File: src/hdl/trdb_macros.svh
// Widths of the trace encoder; FIFO depth must be a power of two, addresses are fixed at XLEN
`ifndef TRDB_MACROS_SVH
`define TRDB_MACROS_SVH

// Instruction address width
`define TRDB_XLEN 32

// Privilege level width
`define TRDB_PRIVLEN 3

// Exception cause width
`define TRDB_CAUSELEN 5

// Raw packet word, wide enough for the longest packet
`define TRDB_PACKET_LEN 80

// Packet length field in bits
`define TRDB_HEADER_LEN 7

// Packets buffered towards the sink
`define TRDB_FIFO_DEPTH 4

`endif

File: src/hdl/trdb_pkg.sv
// Trace encoder types; F_BRANCH_DIFF and SF_CONTEXT are encoded but never produced
`default_nettype none

`include "trdb_macros.svh"

package trdb_pkg;

    typedef enum logic [1:0] {
        F_BRANCH_FULL = 2'd0,
        F_BRANCH_DIFF = 2'd1,
        F_ADDR_ONLY   = 2'd2,
        F_SYNC        = 2'd3
    } trdb_format_t;

    typedef enum logic [1:0] {
        SF_START     = 2'd0,
        SF_EXCEPTION = 2'd1,
        SF_CONTEXT   = 2'd2,
        SF_UNDEF     = 2'd3
    } trdb_subformat_t;

    typedef logic [`TRDB_HEADER_LEN-1:0] trdb_len_t;

    // One retired instruction as reported by the core
    typedef struct packed {
        logic                      valid;
        logic [`TRDB_XLEN-1:0]     iaddr;
        logic [`TRDB_PRIVLEN-1:0]  priv;
        logic                      is_branch;
        logic                      branch_taken;
        logic                      exception;
        logic                      interrupt;
        logic [`TRDB_CAUSELEN-1:0] cause;
        logic                      discontinuity;
    } trdb_instr_t;

    // Packet order from the selector to the emitter
    typedef struct packed {
        logic                      valid;
        trdb_format_t              format;
        trdb_subformat_t           subformat;
        logic [`TRDB_XLEN-1:0]     iaddr;
        logic [`TRDB_PRIVLEN-1:0]  priv;
        logic                      is_branch;
        logic                      interrupt;
        logic [`TRDB_CAUSELEN-1:0] cause;
        logic [30:0]               branch_map;
        logic [4:0]                branch_cnt;
        logic                      map_full;
    } trdb_request_t;

    // Fields are listed MSB first, so the format sits in the two LSBs
    typedef struct packed {
        logic [`TRDB_PACKET_LEN-8:0] payload;
        logic [4:0]                  count;
        trdb_format_t                format;
    } trdb_branch_pkt_t;

    typedef struct packed {
        logic [`TRDB_PACKET_LEN-6-`TRDB_PRIVLEN-`TRDB_XLEN-`TRDB_CAUSELEN-1:0] pad;
        logic                      interrupt;
        logic [`TRDB_CAUSELEN-1:0] cause;
        logic [`TRDB_XLEN-1:0]     iaddr;
        logic                      is_branch;
        logic [`TRDB_PRIVLEN-1:0]  priv;
        trdb_subformat_t           subformat;
        trdb_format_t              format;
    } trdb_sync_pkt_t;

    typedef union packed {
        trdb_branch_pkt_t branch;
        trdb_sync_pkt_t   sync;
    } trdb_packet_u;

    typedef struct packed {
        trdb_packet_u bits;
        trdb_len_t    len;
    } trdb_entry_t;

    typedef struct packed {
        logic clear_overflow;
        logic enable;
    } trdb_cfg_t;

endpackage

`default_nettype wire

File: src/hdl/trdb_ctrl_regs.sv
// Control registers; status_o[0] is enable, status_o[1] the sticky overflow, a drop beats a clear
`default_nettype none

module trdb_ctrl_regs (
    input  logic                clk_i,
    input  logic                rst_ni,
    input  logic                cfg_we_i,
    input  trdb_pkg::trdb_cfg_t cfg_wdata_i,
    input  logic                drop_i,
    output logic                enable_o,
    output logic [1:0]          status_o
);

    logic enable_q;
    logic overflow_q;
    logic overflow_d;

    // Overflow stays set until software clears it
    always_comb begin
        overflow_d = overflow_q;
        if (cfg_we_i && cfg_wdata_i.clear_overflow) begin
            overflow_d = 1'b0;
        end
        if (drop_i) begin
            overflow_d = 1'b1;
        end
    end

    always_ff @(posedge clk_i or negedge rst_ni) begin
        if (!rst_ni) begin
            enable_q   <= 1'b0;
            overflow_q <= 1'b0;
        end else begin
            if (cfg_we_i) begin
                enable_q <= cfg_wdata_i.enable;
            end
            overflow_q <= overflow_d;
        end
    end

    assign enable_o = enable_q;
    assign status_o = {overflow_q, enable_q};

endmodule

`default_nettype wire

File: src/hdl/trdb_packet_select.sv
// Packet selector; branch map holds at most 31 outcomes, disabling trace drops the map and restarts
`default_nettype none

module trdb_packet_select (
    input  logic                    clk_i,
    input  logic                    rst_ni,
    input  logic                    enable_i,
    input  trdb_pkg::trdb_instr_t   instr_i,
    output trdb_pkg::trdb_request_t request_o
);
    import trdb_pkg::*;

    logic [30:0]     map_q;
    logic [30:0]     map_d;
    logic [4:0]      cnt_q;
    logic [4:0]      cnt_d;
    logic            started_q;
    logic            started_d;

    // Map and count with the current branch already appended
    logic [30:0]     map_app;
    logic [4:0]      cnt_app;

    logic            fire;
    trdb_format_t    fmt;
    trdb_subformat_t subfmt;
    logic            map_full;

    trdb_request_t   req_d;
    trdb_request_t   req_q;
    logic            req_valid_q;

    // Count never exceeds 30 here since a full map always triggers a packet
    always_comb begin
        map_app = map_q;
        cnt_app = cnt_q;
        if (instr_i.is_branch) begin
            map_app[cnt_q] = instr_i.branch_taken;
            cnt_app        = cnt_q + 5'd1;
        end
    end

    // Format priority: start, exception, discontinuity, full map
    always_comb begin
        fire     = 1'b0;
        fmt      = F_BRANCH_FULL;
        subfmt   = SF_START;
        map_full = 1'b0;
        if (enable_i && instr_i.valid) begin
            if (!started_q) begin
                fire   = 1'b1;
                fmt    = F_SYNC;
                subfmt = SF_START;
            end else if (instr_i.exception) begin
                fire   = 1'b1;
                fmt    = F_SYNC;
                subfmt = SF_EXCEPTION;
            end else if (instr_i.discontinuity) begin
                fire = 1'b1;
                fmt  = (cnt_app != 5'd0) ? F_BRANCH_FULL : F_ADDR_ONLY;
            end else if (cnt_app == 5'd31) begin
                fire     = 1'b1;
                fmt      = F_BRANCH_FULL;
                map_full = 1'b1;
            end
        end
    end

    always_comb begin
        started_d = started_q;
        map_d     = map_q;
        cnt_d     = cnt_q;
        if (!enable_i) begin
            started_d = 1'b0;
            map_d     = '0;
            cnt_d     = '0;
        end else if (instr_i.valid) begin
            started_d = 1'b1;
            // Every packet empties the map
            map_d     = fire ? '0 : map_app;
            cnt_d     = fire ? '0 : cnt_app;
        end
    end

    always_comb begin
        req_d.valid      = fire;
        req_d.format     = fmt;
        req_d.subformat  = subfmt;
        req_d.iaddr      = instr_i.iaddr;
        req_d.priv       = instr_i.priv;
        req_d.is_branch  = instr_i.is_branch;
        req_d.interrupt  = instr_i.interrupt;
        req_d.cause      = instr_i.cause;
        req_d.branch_map = map_app;
        req_d.branch_cnt = cnt_app;
        req_d.map_full   = map_full;
    end

    always_ff @(posedge clk_i or negedge rst_ni) begin
        if (!rst_ni) begin
            started_q   <= 1'b0;
            map_q       <= '0;
            cnt_q       <= '0;
            req_valid_q <= 1'b0;
        end else begin
            started_q   <= started_d;
            map_q       <= map_d;
            cnt_q       <= cnt_d;
            req_valid_q <= fire;
        end
    end

    always_ff @(posedge clk_i) begin
        if (fire) begin
            req_q <= req_d;
        end
    end

    always_comb begin
        request_o       = req_q;
        request_o.valid = req_valid_q;
    end

endmodule

`default_nettype wire

File: src/hdl/trdb_packet_emitter.sv
// Packet layout; purely combinational, F_BRANCH_DIFF gives an all-zero entry
`default_nettype none

`include "trdb_macros.svh"

module trdb_packet_emitter (
    input  trdb_pkg::trdb_request_t request_i,
    output trdb_pkg::trdb_entry_t   entry_o,
    output logic                    entry_valid_o
);
    import trdb_pkg::*;

    trdb_packet_u pkt;
    trdb_len_t    len;
    logic [5:0]   field_w;

    // Branch field sizes the decoder understands
    function automatic logic [5:0] round_field(input logic [4:0] cnt);
        if (cnt <= 5'd1) begin
            return 6'd1;
        end else if (cnt <= 5'd9) begin
            return 6'd9;
        end else if (cnt <= 5'd17) begin
            return 6'd17;
        end else if (cnt <= 5'd25) begin
            return 6'd25;
        end
        return 6'd31;
    endfunction

    assign field_w = round_field(request_i.branch_cnt);

    always_comb begin
        pkt = '0;
        len = '0;
        case (request_i.format)
            F_BRANCH_FULL: begin
                pkt.branch.format = F_BRANCH_FULL;
                pkt.branch.count  = request_i.branch_cnt;
                if (request_i.map_full) begin
                    // Full map without an address
                    pkt.branch.payload[30:0] = request_i.branch_map;
                    len = trdb_len_t'(9 + 31);
                end else begin
                    // Branch bits first, address right above them
                    case (field_w)
                        6'd1: pkt.branch.payload[0 +: 1 + `TRDB_XLEN] =
                            {request_i.iaddr, request_i.branch_map[0]};
                        6'd9: pkt.branch.payload[0 +: 9 + `TRDB_XLEN] =
                            {request_i.iaddr, request_i.branch_map[8:0]};
                        6'd17: pkt.branch.payload[0 +: 17 + `TRDB_XLEN] =
                            {request_i.iaddr, request_i.branch_map[16:0]};
                        6'd25: pkt.branch.payload[0 +: 25 + `TRDB_XLEN] =
                            {request_i.iaddr, request_i.branch_map[24:0]};
                        default: pkt.branch.payload[0 +: 31 + `TRDB_XLEN] =
                            {request_i.iaddr, request_i.branch_map};
                    endcase
                    len = trdb_len_t'(9 + field_w + `TRDB_XLEN);
                end
            end
            F_ADDR_ONLY: begin
                // No count field, the address follows the format directly
                pkt.branch.format = F_ADDR_ONLY;
                pkt[2 +: `TRDB_XLEN] = request_i.iaddr;
                len = trdb_len_t'(2 + `TRDB_XLEN);
            end
            F_SYNC: begin
                pkt.sync.format    = F_SYNC;
                pkt.sync.subformat = request_i.subformat;
                pkt.sync.priv      = request_i.priv;
                pkt.sync.is_branch = request_i.is_branch;
                pkt.sync.iaddr     = request_i.iaddr;
                len = trdb_len_t'(4 + `TRDB_PRIVLEN + 1 + `TRDB_XLEN);
                if (request_i.subformat == SF_EXCEPTION) begin
                    pkt.sync.cause     = request_i.cause;
                    pkt.sync.interrupt = request_i.interrupt;
                    len = trdb_len_t'(4 + `TRDB_PRIVLEN + 1 + `TRDB_XLEN + `TRDB_CAUSELEN + 1);
                end
            end
            default: begin
                // Differential branch packets are not generated
                pkt = '0;
            end
        endcase
    end

    assign entry_o.bits  = pkt;
    assign entry_o.len   = len;
    assign entry_valid_o = request_i.valid;

endmodule

`default_nettype wire

File: src/hdl/trdb_packet_fifo.sv
// Packet FIFO; depth must be a power of two, a write into a full FIFO without a read is dropped
`default_nettype none

`include "trdb_macros.svh"

module trdb_packet_fifo (
    input  logic                  clk_i,
    input  logic                  rst_ni,
    input  trdb_pkg::trdb_entry_t data_i,
    input  logic                  valid_i,
    output logic                  drop_o,
    output trdb_pkg::trdb_entry_t data_o,
    output logic                  valid_o,
    input  logic                  grant_i
);
    import trdb_pkg::*;

    localparam int unsigned AW = $clog2(`TRDB_FIFO_DEPTH);

    trdb_entry_t mem [`TRDB_FIFO_DEPTH];

    // One extra pointer bit tells full from empty
    logic [AW:0] wr_ptr_q;
    logic [AW:0] rd_ptr_q;
    logic        empty;
    logic        full;
    logic        push;
    logic        pop;

    assign empty = (wr_ptr_q == rd_ptr_q);
    assign full  = (wr_ptr_q[AW] != rd_ptr_q[AW]) && (wr_ptr_q[AW-1:0] == rd_ptr_q[AW-1:0]);

    assign pop  = !empty && grant_i;
    assign push = valid_i && (!full || pop);

    assign drop_o  = valid_i && full && !pop;
    assign valid_o = !empty;
    assign data_o  = mem[rd_ptr_q[AW-1:0]];

    always_ff @(posedge clk_i or negedge rst_ni) begin
        if (!rst_ni) begin
            wr_ptr_q <= '0;
            rd_ptr_q <= '0;
        end else begin
            if (push) begin
                wr_ptr_q <= wr_ptr_q + 1'b1;
            end
            if (pop) begin
                rd_ptr_q <= rd_ptr_q + 1'b1;
            end
        end
    end

    always_ff @(posedge clk_i) begin
        if (push) begin
            mem[wr_ptr_q[AW-1:0]] <= data_i;
        end
    end

endmodule

`default_nettype wire

File: src/hdl/trdb_top.sv
// Trace encoder top; packets appear two cycles after their instruction when the FIFO is empty
`default_nettype none

module trdb_top (
    input  logic                  clk_i,
    input  logic                  rst_ni,
    input  trdb_pkg::trdb_instr_t instr_i,
    input  logic                  cfg_we_i,
    input  trdb_pkg::trdb_cfg_t   cfg_wdata_i,
    output logic [1:0]            status_o,
    output trdb_pkg::trdb_entry_t packet_o,
    output logic                  packet_valid_o,
    input  logic                  packet_grant_i
);
    import trdb_pkg::*;

    logic          enable;
    logic          drop;
    trdb_request_t request;
    trdb_entry_t   entry;
    logic          entry_valid;

    trdb_ctrl_regs i_ctrl_regs (
        .clk_i       (clk_i),
        .rst_ni      (rst_ni),
        .cfg_we_i    (cfg_we_i),
        .cfg_wdata_i (cfg_wdata_i),
        .drop_i      (drop),
        .enable_o    (enable),
        .status_o    (status_o)
    );

    trdb_packet_select i_packet_select (
        .clk_i     (clk_i),
        .rst_ni    (rst_ni),
        .enable_i  (enable),
        .instr_i   (instr_i),
        .request_o (request)
    );

    trdb_packet_emitter i_packet_emitter (
        .request_i     (request),
        .entry_o       (entry),
        .entry_valid_o (entry_valid)
    );

    // Packets wait here until the sink grants them
    trdb_packet_fifo i_packet_fifo (
        .clk_i   (clk_i),
        .rst_ni  (rst_ni),
        .data_i  (entry),
        .valid_i (entry_valid),
        .drop_o  (drop),
        .data_o  (packet_o),
        .valid_o (packet_valid_o),
        .grant_i (packet_grant_i)
    );

endmodule

`default_nettype wire

File: config.mk
export PLATFORM = sky130hd
export DESIGN_NAME = trdb_top
export DESIGN_NICKNAME = d
export VERILOG_FILES = /design/src/hdl/trdb_pkg.sv /design/src/hdl/trdb_ctrl_regs.sv /design/src/hdl/trdb_packet_select.sv /design/src/hdl/trdb_packet_emitter.sv /design/src/hdl/trdb_packet_fifo.sv /design/src/hdl/trdb_top.sv
export VERILOG_INCLUDE_DIRS = /design/src /design/src/hdl
export SDC_FILE = /design/constraint.sdc
export NUM_CORES = 1
export LEC_CHECK = 0
export BUFFER_PORTS_ARGS = -buffer_cell sky130_fd_sc_hd__clkbuf_2
export CAP_MARGIN = 20
export CORE_AREA = 2 2 279 198
export CTS_CLUSTER_SIZE = 25
export DETAILED_ROUTE_END_ITERATION = 6
export DIE_AREA = 0 0 281 200
export PLACE_DENSITY_LB_ADDON = 0.25
export SETUP_SLACK_MARGIN = 0.05
export SLEW_MARGIN = 0
export SYNTH_ARGS = -nofsm -noshare
export SYNTH_HDL_FRONTEND = slang
export SYNTH_HIERARCHICAL = 1
export SYNTH_SLANG_ARGS = --single-unit
File: constraint.sdc
create_clock -name clk_i -period 5.9 [get_ports clk_i]
set_input_delay 0.59 -clock clk_i [delete_from_list [all_inputs] [get_ports clk_i]]
set_output_delay 0.59 -clock clk_i [all_outputs]
set_load 0.01 [all_outputs]
==> summary.md, run 1 <==
| Metric | Value |
|---|---|
| Period utilization | `0.669` |
| Final nets | `1,514` |
| Detailed Routing Iterations Pass 1 | `6` |
| TritonCTS Buffers | `between 40 and 50` |
| Final worst path period need | `just under 4 ns` |
| Max-slew headroom | `0.254` |
| Gr usage total | `0.205` |
| Largest family of logic cells by synthesized area | `multiplexers` |
| Most common cell after layout, fill and taps aside | `edfxtp_1` |
| Startpoint types | `register` |
| Required @ worst endpoint | `just over 6 ns` |
| Post-CTS Setup Bufs | `0` |
| Post-synth EDFFs | `430` |
| Global route overflow | `0` |
| Most frequent cells in the layout | `edfxtp_1 (430), clkbuf_2 (141), nand2_1 (93), mux4_2 (87), clkbuf_16 (49)` |
| Max Slew Vio Count | `0` |
| CP Max Fanout | `50` |
| Crit-path most repeated cell | `inv_1` |
| Root Driver | `clkbuf_16` |
| Predominant post-synthesis flop cell | `edfxtp_1` |
| Max stage delay cell, worst path | `ha_1` |
| Worst path arrival time | `4.27 ns` |
| Total of max-cap violations | `0` |
| Seq/Total Area, Yosys | `0.662` |
| Vias in the first global route | `12,700` |
| CP bufs+invs | `3` |
| Status | `completed` |
| Die Y | `roughly 200 µm` |
| Total clock sinks | `between 400 and 500` |
| Multiplexer share of the synthesized area | `0.113` |
| Worst Hold Class | `input pin to asynchronous set/reset pin` |
| Mean Syn Cell Area | `15.5 µm²` |
| Routed len/inst | `25.9 µm` |
| Peak supply drop | `approximately 0.22 mV` |
| Setup TNS | `0 ns` |
| Port buffer count | `roughly 140` |
| LEAKAGE | `around 0.008 µW` |
| Die width | `roughly 280 µm` |
| Worst hold slack | `between 0.15 and 0.2 ns` |
| CTS tree | `yes` |
| Fin worst setup slack | `about 2.0 ns` |
| Worst-Margin Slew | `1.11 ns` |
| Initial Util | `0.398` |
| First-pass GRT wire length | `84,800 µm` |
| Clk_lat worst skew | `about 0.56 ns` |
| CTS resizes | `0` |
| Fmax | `0.253 GHz` |
| Synth Cell Area | `0.0212 mm²` |
| P&R area growth vs syn | `12.2%` |
| CP Cell Sequence | `buf_4 -> inv_1 -> o21ai_0 -> inv_1 -> ha_1 -> nor3b_2 -> a22oi_1 -> o22ai_1` |
| Area of the multi-input gates | `0.00643 mm²` |
| Flops & latches, synth | `approximately 480` |
| IO Pins | `around 140` |
| Core area | `between 0.05 and 0.06 mm²` |
| GPL Wtd Cong | `0.914` |
| Pin count of the biggest net entering global routing | `84` |
| Simple logic cell fraction of the synthesized area | `0.0658` |
| Hold Vio Cnt, Final | `0` |
| Critical path class | `register to register` |
| Sequential cell area | `between 0.01 and 0.015 mm²` |
| WL final | `approximately 57,000 µm` |
| Setup crit end kind | `register` |
| Fill cells | `~4,700` |
| Setup WS pre-CTS | `between 2 and 2.5 ns` |
| DP HPWL | `~36,000 µm` |
| CP top delay family | `buffers and inverters` |
| Unrepaired setup endpoints after global routing | `no` |
| Synth warn | `6` |
| CTS max path bufs | `3` |
| H-tree Lvls | `2` |
| Post-Syn Instances | `between 1,000 and 1,500` |
| Vias | `13,100` |
| Share of layout cells above drive strength 1 | `0.254` |
| Routed vias/inst | `around 5.9` |
| Total power | `~9400 µW` |
| CP max stage delay | `0.80 ns` |
| Rows | `between 70 and 80` |
| Post-synthesis xor/xnor area fraction | `0.00448` |
| Compound-gate portion of the synthesized area | `0.102` |
| P per Cell Area | `slightly below 400 mW/mm²` |
| Setup-failing EPs final | `0` |
| Die ar. | `between 0.05 and 0.06 mm²` |
| Routed Antenna Nets | `0` |
| Clk pin slew, worst setup/hold paths | `~0.070 ns` |
| Clock Skew | `between 0.01 and 0.015 ns` |
| Hold Buf Count CTS | `0` |
| Drt drc | `0` |
| 1st-iter DRT viols | `1,528` |
| Adder-cell share of the synthesized area | `0.0127` |
| ANT cells | `0` |
| Initial antenna violation count | `0` |
| Async SR Flop Fraction | `0.0966` |
| Netlist cell types | `slightly below 80` |
-- final timing paths --
check	end	slack, ns	from	depth (start not counted)
worst max-delay path	i_packet_fifo/mem[1][20]	1.95	i_packet_select/request_o[4]	8
worst min-delay path	i_packet_select/map_q[6]	0.16	rst_ni	2
worst max register to register	i_packet_fifo/mem[1][20]	1.95	i_packet_select/request_o[4]	8
worst min register to register	i_ctrl_regs/overflow_q	0.48	i_ctrl_regs/overflow_q	1
max in group asynchronous	i_packet_fifo/rd_ptr_q[0]	5.19	rst_ni	2
min in group clk_i	i_packet_select/request_o[54]	0.21	instr_i[20]	1
-- cell type report --
class / count / area share
sequential: 476 / 0.591
tap: 730 / 0.0383
clock buffer: 62 / 0.0535
inverter: 17 / 0.00268
timing repair buffer: 168 / 0.0387
clock inverter: 21 / 0.00651
multi-input combinational: 738 / 0.270
-- Yosys cell counts, types with 11 or more instances --
| cell type | number | share of area |
|---|---|---|
| o21ai_0 | 45 | 0.011 |
| nand4_1 | 23 | 0.0068 |
| and3_1 | 19 | 0.0056 |
| buf_2 | 42 | 0.0099 |
| dfrtp_1 | 46 | 0.054 |
| a22oi_1 | 24 | 0.0085 |
| a221oi_1 | 11 | 0.0045 |
| nand2_1 | 93 | 0.016 |
| a22o_1 | 20 | 0.0082 |
| o21a_1 | 14 | 0.0049 |
| buf_4 | 23 | 0.0081 |
| nor3_1 | 23 | 0.0054 |
| inv_1 | 17 | 0.0030 |
| a211oi_1 | 19 | 0.0067 |
| clkbuf_1 | 67 | 0.012 |
| ha_1 | 15 | 0.0088 |
| mux2_2 | 33 | 0.018 |
| a222oi_1 | 13 | 0.0061 |
| nand3_1 | 20 | 0.0047 |
| o211ai_1 | 21 | 0.0074 |
| nor2_1 | 32 | 0.0057 |
| a21oi_1 | 34 | 0.0080 |
| mux4_2 | 87 | 0.092 |
| edfxtp_1 | 430 | 0.61 |
| o22ai_1 | 28 | 0.0082 |
-- metal layers --
layer  share of wire  global-route usage  vias to the layer above  wire length (µm)
met4           0.025              0.0521                        0              1420
li1                -                   -                     5625                 -
met1            0.45               0.308                     6731             25700
met5               0                   0                        -                 0
met2            0.44               0.302                      599             25200
met3           0.087              0.0431                      103              4970
-- sequential cells by signal, indices dropped and copies added, names as in the netlist --
signal	flops
i_ctrl_regs/enable_o	1
i_ctrl_regs/overflow_q	1
i_packet_fifo/mem	348
i_packet_fifo/rd_ptr_q	3
i_packet_fifo/wr_ptr_q	3
i_packet_select/cnt_q	5
i_packet_select/map_q	31
i_packet_select/req_valid_q	1
i_packet_select/request_o	82
i_packet_select/started_q	1
-- cell families (layout without fill, tap and decap cells) --
kind of cell,after synthesis,count (layout)
other,2,12
XOR/XNOR,10,10
multiplexers,127,127
AO/OA/AOI/OAI,298,298
AND/OR/NAND/NOR,268,268
flip-flops,476,476
adder cells (fa/ha/maj),23,23
buffers and inverters,164,268
-- per-stage QoR --
step                std cells   util  area (µm²)
detailed placement       2129  0.419       22400
finish                   2212  0.446       23800
floorplan                1378      -       21300
global placement         2129  0.419       22400
global route             2212  0.446       23800
CTS                      2212  0.446       23800
-- power by group --
group / internal, µW / switching [µW] / total, µW
Clock: 1600 / 1230 / 2830
Sequential: 4040 / 287 / 4330
Combinational: 989 / 1220 / 2210
(Power assumes the default switching activity.)
==> inputs of run 2 (changes only) <==
--- a/config.mk
+++ b/config.mk
@@ -6,12 +6,13 @@
 export SDC_FILE = /design/constraint.sdc
 export NUM_CORES = 1
 export LEC_CHECK = 0
+export ABC_AREA = 1
 export BUFFER_PORTS_ARGS = -buffer_cell sky130_fd_sc_hd__clkbuf_2
 export CAP_MARGIN = 20
-export CORE_AREA = 2 2 279 198
+export CORE_AREA = 2 2 278 197
 export CTS_CLUSTER_SIZE = 25
 export DETAILED_ROUTE_END_ITERATION = 6
-export DIE_AREA = 0 0 281 200
+export DIE_AREA = 0 0 280 199
 export PLACE_DENSITY_LB_ADDON = 0.25
 export SETUP_SLACK_MARGIN = 0.05
 export SLEW_MARGIN = 0
==> constraint.sdc (replaced) <==
create_clock -name clk_i -period 3.3 [get_ports clk_i]
set_input_delay 0.33 -clock clk_i [delete_from_list [all_inputs] [get_ports clk_i]]
set_output_delay 0.33 -clock clk_i [all_outputs]
set_load 0.01 [all_outputs]
==> run 2 against run 1 <==
Effect of this change:
- clock power up 91%
- clock-buffer cell count down 4
- synthesized area is 0.94% lower
- final cell count grew 28%
- flip-flop and latch count stayed put
- combinational power up 120%
- cell area grew 3.1%
- critical endpoint is now packet_o[33]
- largest cell class unchanged
==> summary.md, run 2 <==
| Metric | Value |
|---|---|
| Total of max-cap violations | `0 (unchanged)` |
| Predominant post-synthesis flop cell | `edfxtp_1` |
| Setup crit end kind | `output pin` |
| Main area contributors after synthesis | `edfxtp_1 (61%), dfrtp_1 (5.5%), nand2_1 (5.3%), o21ai_0 (4.7%), nor2_1 (4.4%)` |
| Max Slew Vio Count | `0 (unchanged)` |
| Worst Hold Class | `input pin to register` |
| Sequential cell fraction of total power | `0.414 (-0.048)` |
| Initial Util | `0.395 (-0.00241)` |
| Drt drc | `0 (unchanged)` |
| Largest register FFs | `348 (unchanged)` |
| Synth area leader | `edfxtp_1` |
| Initial antenna violation count | `0 (unchanged)` |
| WL final | `63,700 µm (+11%)` |
| Total net switching power | `5810 µW (+110%)` |
| Critical path class | `register to output pin` |
| Total power | `17,500 µW (+87%)` |
| Vias | `15,500 (+19%)` |
| CTS resizes | `0 (unchanged)` |
| Pin count of the biggest net entering global routing | `176 (+110%)` |
| P_int | `11,700 µW (+77%)` |
| CP Max Fanout | `175 (+250%)` |
| P&R area growth vs syn | `16.8%` |
| Mean Syn Cell Area | `10.9 µm² (-30%)` |
| Rows | `71 (unchanged)` |
| Sw Ratio | `0.331 (+0.0397)` |
| Die Y | `199 µm (-0.50%)` |
| Core area | `0.0532 mm² (-0.33%)` |
| H-tree Lvls | `2 (unchanged)` |
| Die width | `280 µm (-0.36%)` |
| P per Cell Area | `714 mW/mm² (+82%)` |
| Comb pwr share | `0.278 (+0.042)` |
| Most common cell after layout, fill and taps aside | `edfxtp_1` |
| Synth Cell Area | `0.0210 mm² (-0.94%)` |
| First-pass GRT wire length | `93,600 µm (+10%)` |
| Share of layout cells above drive strength 1 | `0.149 (-0.105)` |
| Flops & latches, synth | `476 (unchanged)` |
| Final nets | `2,160 (+43%)` |
| Port buffer count | `141 (unchanged)` |
| Max-slew headroom | `0.420 (+0.166)` |
| Vias in the first global route | `14,400 (+13%)` |
| Clk pin slew, worst setup/hold paths | `0.06 ns (about the same)` |
| Die ar. | `0.0557 mm² (-0.85%)` |
| CTS tree | `yes` |
| Hold Vio Cnt, Final | `0 (unchanged)` |
| Clock share of power | `0.308 (+0.006)` |
| Most frequent cells in the layout | `edfxtp_1 (430), nand2_1 (299), nor2_1 (244), o21ai_0 (198), clkbuf_2 (141)` |
| Total clock sinks | `476 (unchanged)` |
| Commonest cells in the netlist | `edfxtp_1 (430), nand2_1 (299), nor2_1 (249)` |
| Setup-failing EPs final | `0 (unchanged)` |
| Detailed Routing Iterations Pass 1 | `6 (unchanged)` |
| GPL Wtd Cong | `1.05 (+15%)` |
| Gr usage total | `0.226 (+0.0211)` |
| Startpoint types | `register` |
| 1st-iter DRT viols | `1,622 (+6.2%)` |
| Routed Antenna Nets | `0 (unchanged)` |
| Period utilization | `0.858` |
| Worst-Margin Slew | `0.869 ns (-0.245 ns)` |
| Async SR Flop Fraction | `0.0966 (unchanged)` |
| IO Pins | `142 (unchanged)` |
| Unrepaired setup endpoints after global routing | `no` |
| Seq/Total Area, Yosys | `0.669 (+0.00626)` |
| Worst path arrival time | `2.50 ns (-1.77 ns)` |
| DP HPWL | `41,900 µm (+15%)` |
| Post-CTS Setup Bufs | `0 (unchanged)` |
| Root Driver | `clkbuf_16` |
| Routed vias/inst | `5.48 (-7.1%)` |
| Most common cell in the netlist | `edfxtp_1` |
| Fmax | `~0.35 GHz` |
| CTS max path bufs | `3 (unchanged)` |
| Netlist cell types | `39 (-50%)` |
| Post-Syn Instances | `1,929 (+41%)` |
| TritonCTS Buffers | `46 (unchanged)` |
| Synth top area share | `0.614 (+0.00575)` |
| Status | `completed` |
| Clock Skew | `0.0222 ns (+0.00856 ns)` |
| Setup TNS | `0 ns (unchanged)` |
| Required @ worst endpoint | `2.97 ns (-3.26 ns)` |
| Routed len/inst | `22.5 µm (-13%)` |
| Global route overflow | `0 (unchanged)` |
| LEAKAGE | `0.00945 µW (+16%)` |
| Peak supply drop | `0.666 mV (+200%)` |
| Post-synth EDFFs | `430 (unchanged)` |
| Clk_lat worst skew | `0.58 ns (+0.02 ns)` |
| Final worst path period need | `between 2 and 3 ns` |
| Synth warn | `6 (unchanged)` |
[run 2: cell types whose count changed after synthesis, sizes merged, moves of 19 or more]
| cell | before | now |
|---|---|---|
| a211oi | 19 | 0 |
| a22o | 20 | 0 |
| a22oi | 24 | 3 |
| and3 | 19 | 0 |
| inv | 17 | 138 |
| mux2 | 34 | 0 |
| mux4 | 87 | 0 |
| nand2 | 94 | 311 |
| nand3 | 20 | 86 |
| nand4 | 23 | 42 |
| nor2 | 32 | 257 |
| o21ai | 48 | 241 |
| o21bai | 0 | 21 |
| o22ai | 28 | 113 |
[run 2: path summary, 6_finish.rpt]
path                                              start                   endpoint  slack [ns]  depth (start not counted)
max in group asynchronous                        rst_ni  i_packet_fifo/rd_ptr_q[0]        2.16                          3
setup reg to reg           i_packet_select/request_o[2]   i_packet_fifo/mem[0][44]        0.50                         10
min in group asynchronous                        rst_ni   i_packet_select/map_q[9]        0.31                          2
hold / removal                           packet_grant_i  i_packet_fifo/rd_ptr_q[0]        0.05                          3
hold reg to reg                  i_ctrl_regs/overflow_q     i_ctrl_regs/overflow_q        0.48                          2
setup / recovery              i_packet_fifo/rd_ptr_q[0]               packet_o[33]        0.47                          5
[run 2: critical path, stage by stage, from the launching register on]
cell	delay [ns]
dfrtp_4	0.51
inv_4	0.08
buf_12	0.45
o21ai_0	0.16
o22ai_1	0.29
clkbuf_2	0.22
[run 2: logic make-up (layout without fill, tap and decap cells)]
family          after synthesis  after routing  synth area share
simple gates                707            707             0.141
flops                       476            476             0.669
other cells                   2             13          0.000357
fa+ha+maj                    15             15           0.00892
xor+xnor                      2              2          0.000833
compound gates              461            461             0.124
buf+inv                     266            457            0.0555
[run 2: what timing repair did]
| action | CTS | global route |
|---|---|---|
| hold buffers | 45 | 0 |
| endpoints found under the setup margin | 0 | 0 |
| endpoints found under the hold margin | 64 | 0 |
[run 2: cell type report]
cell class / count / area [µm²]
Fill cell: 4907 / 28700
Sequential cell: 476 / 14100
Multi-Input combinational cell: 1197 / 5890
Timing Repair Buffer: 234 / 1650
Clock buffer: 58 / 1270
Tap cell: 693 / 867
Inverter: 138 / 520
Clock inverter: 27 / 297
Antenna cell: 1 / 2.50
[run 2: layer usage]
layer  track usage  share of wire
met5             0              0
met4        0.0557          0.021
met3        0.0382          0.075
met2         0.340           0.44
met1         0.339           0.46
[run 2: power groups by stage]
stage | logic, µW | clock network, µW | registers (µW)
floorplan | 2950 | 0 | 7320
global placement | 4850 | 0 | 7380
detailed placement | 4910 | 0 | 7390
CTS | 4950 | 5530 | 7260
global route | 5370 | 5760 | 7290
finish | 4880 | 5400 | 7260
[run 2: stage by stage]
step | instances | hold slack, ns | cell area [µm²] | utilization | setup slack [ns]
final | 2824 | 0.0497 | 24600 | 0.462 | 0.468
after global routing | 2823 | 0.0432 | 24600 | 0.462 | 0.329
after CTS | 2823 | 0.0159 | 24600 | 0.462 | 0.470
after detailed placement | 2693 | 0.383 | 22500 | 0.424 | 0.640
after global placement | 2693 | 0.373 | 22500 | 0.424 | 0.689
after floorplan | 1939 | 0.0344 | 21100 | - | -0.439
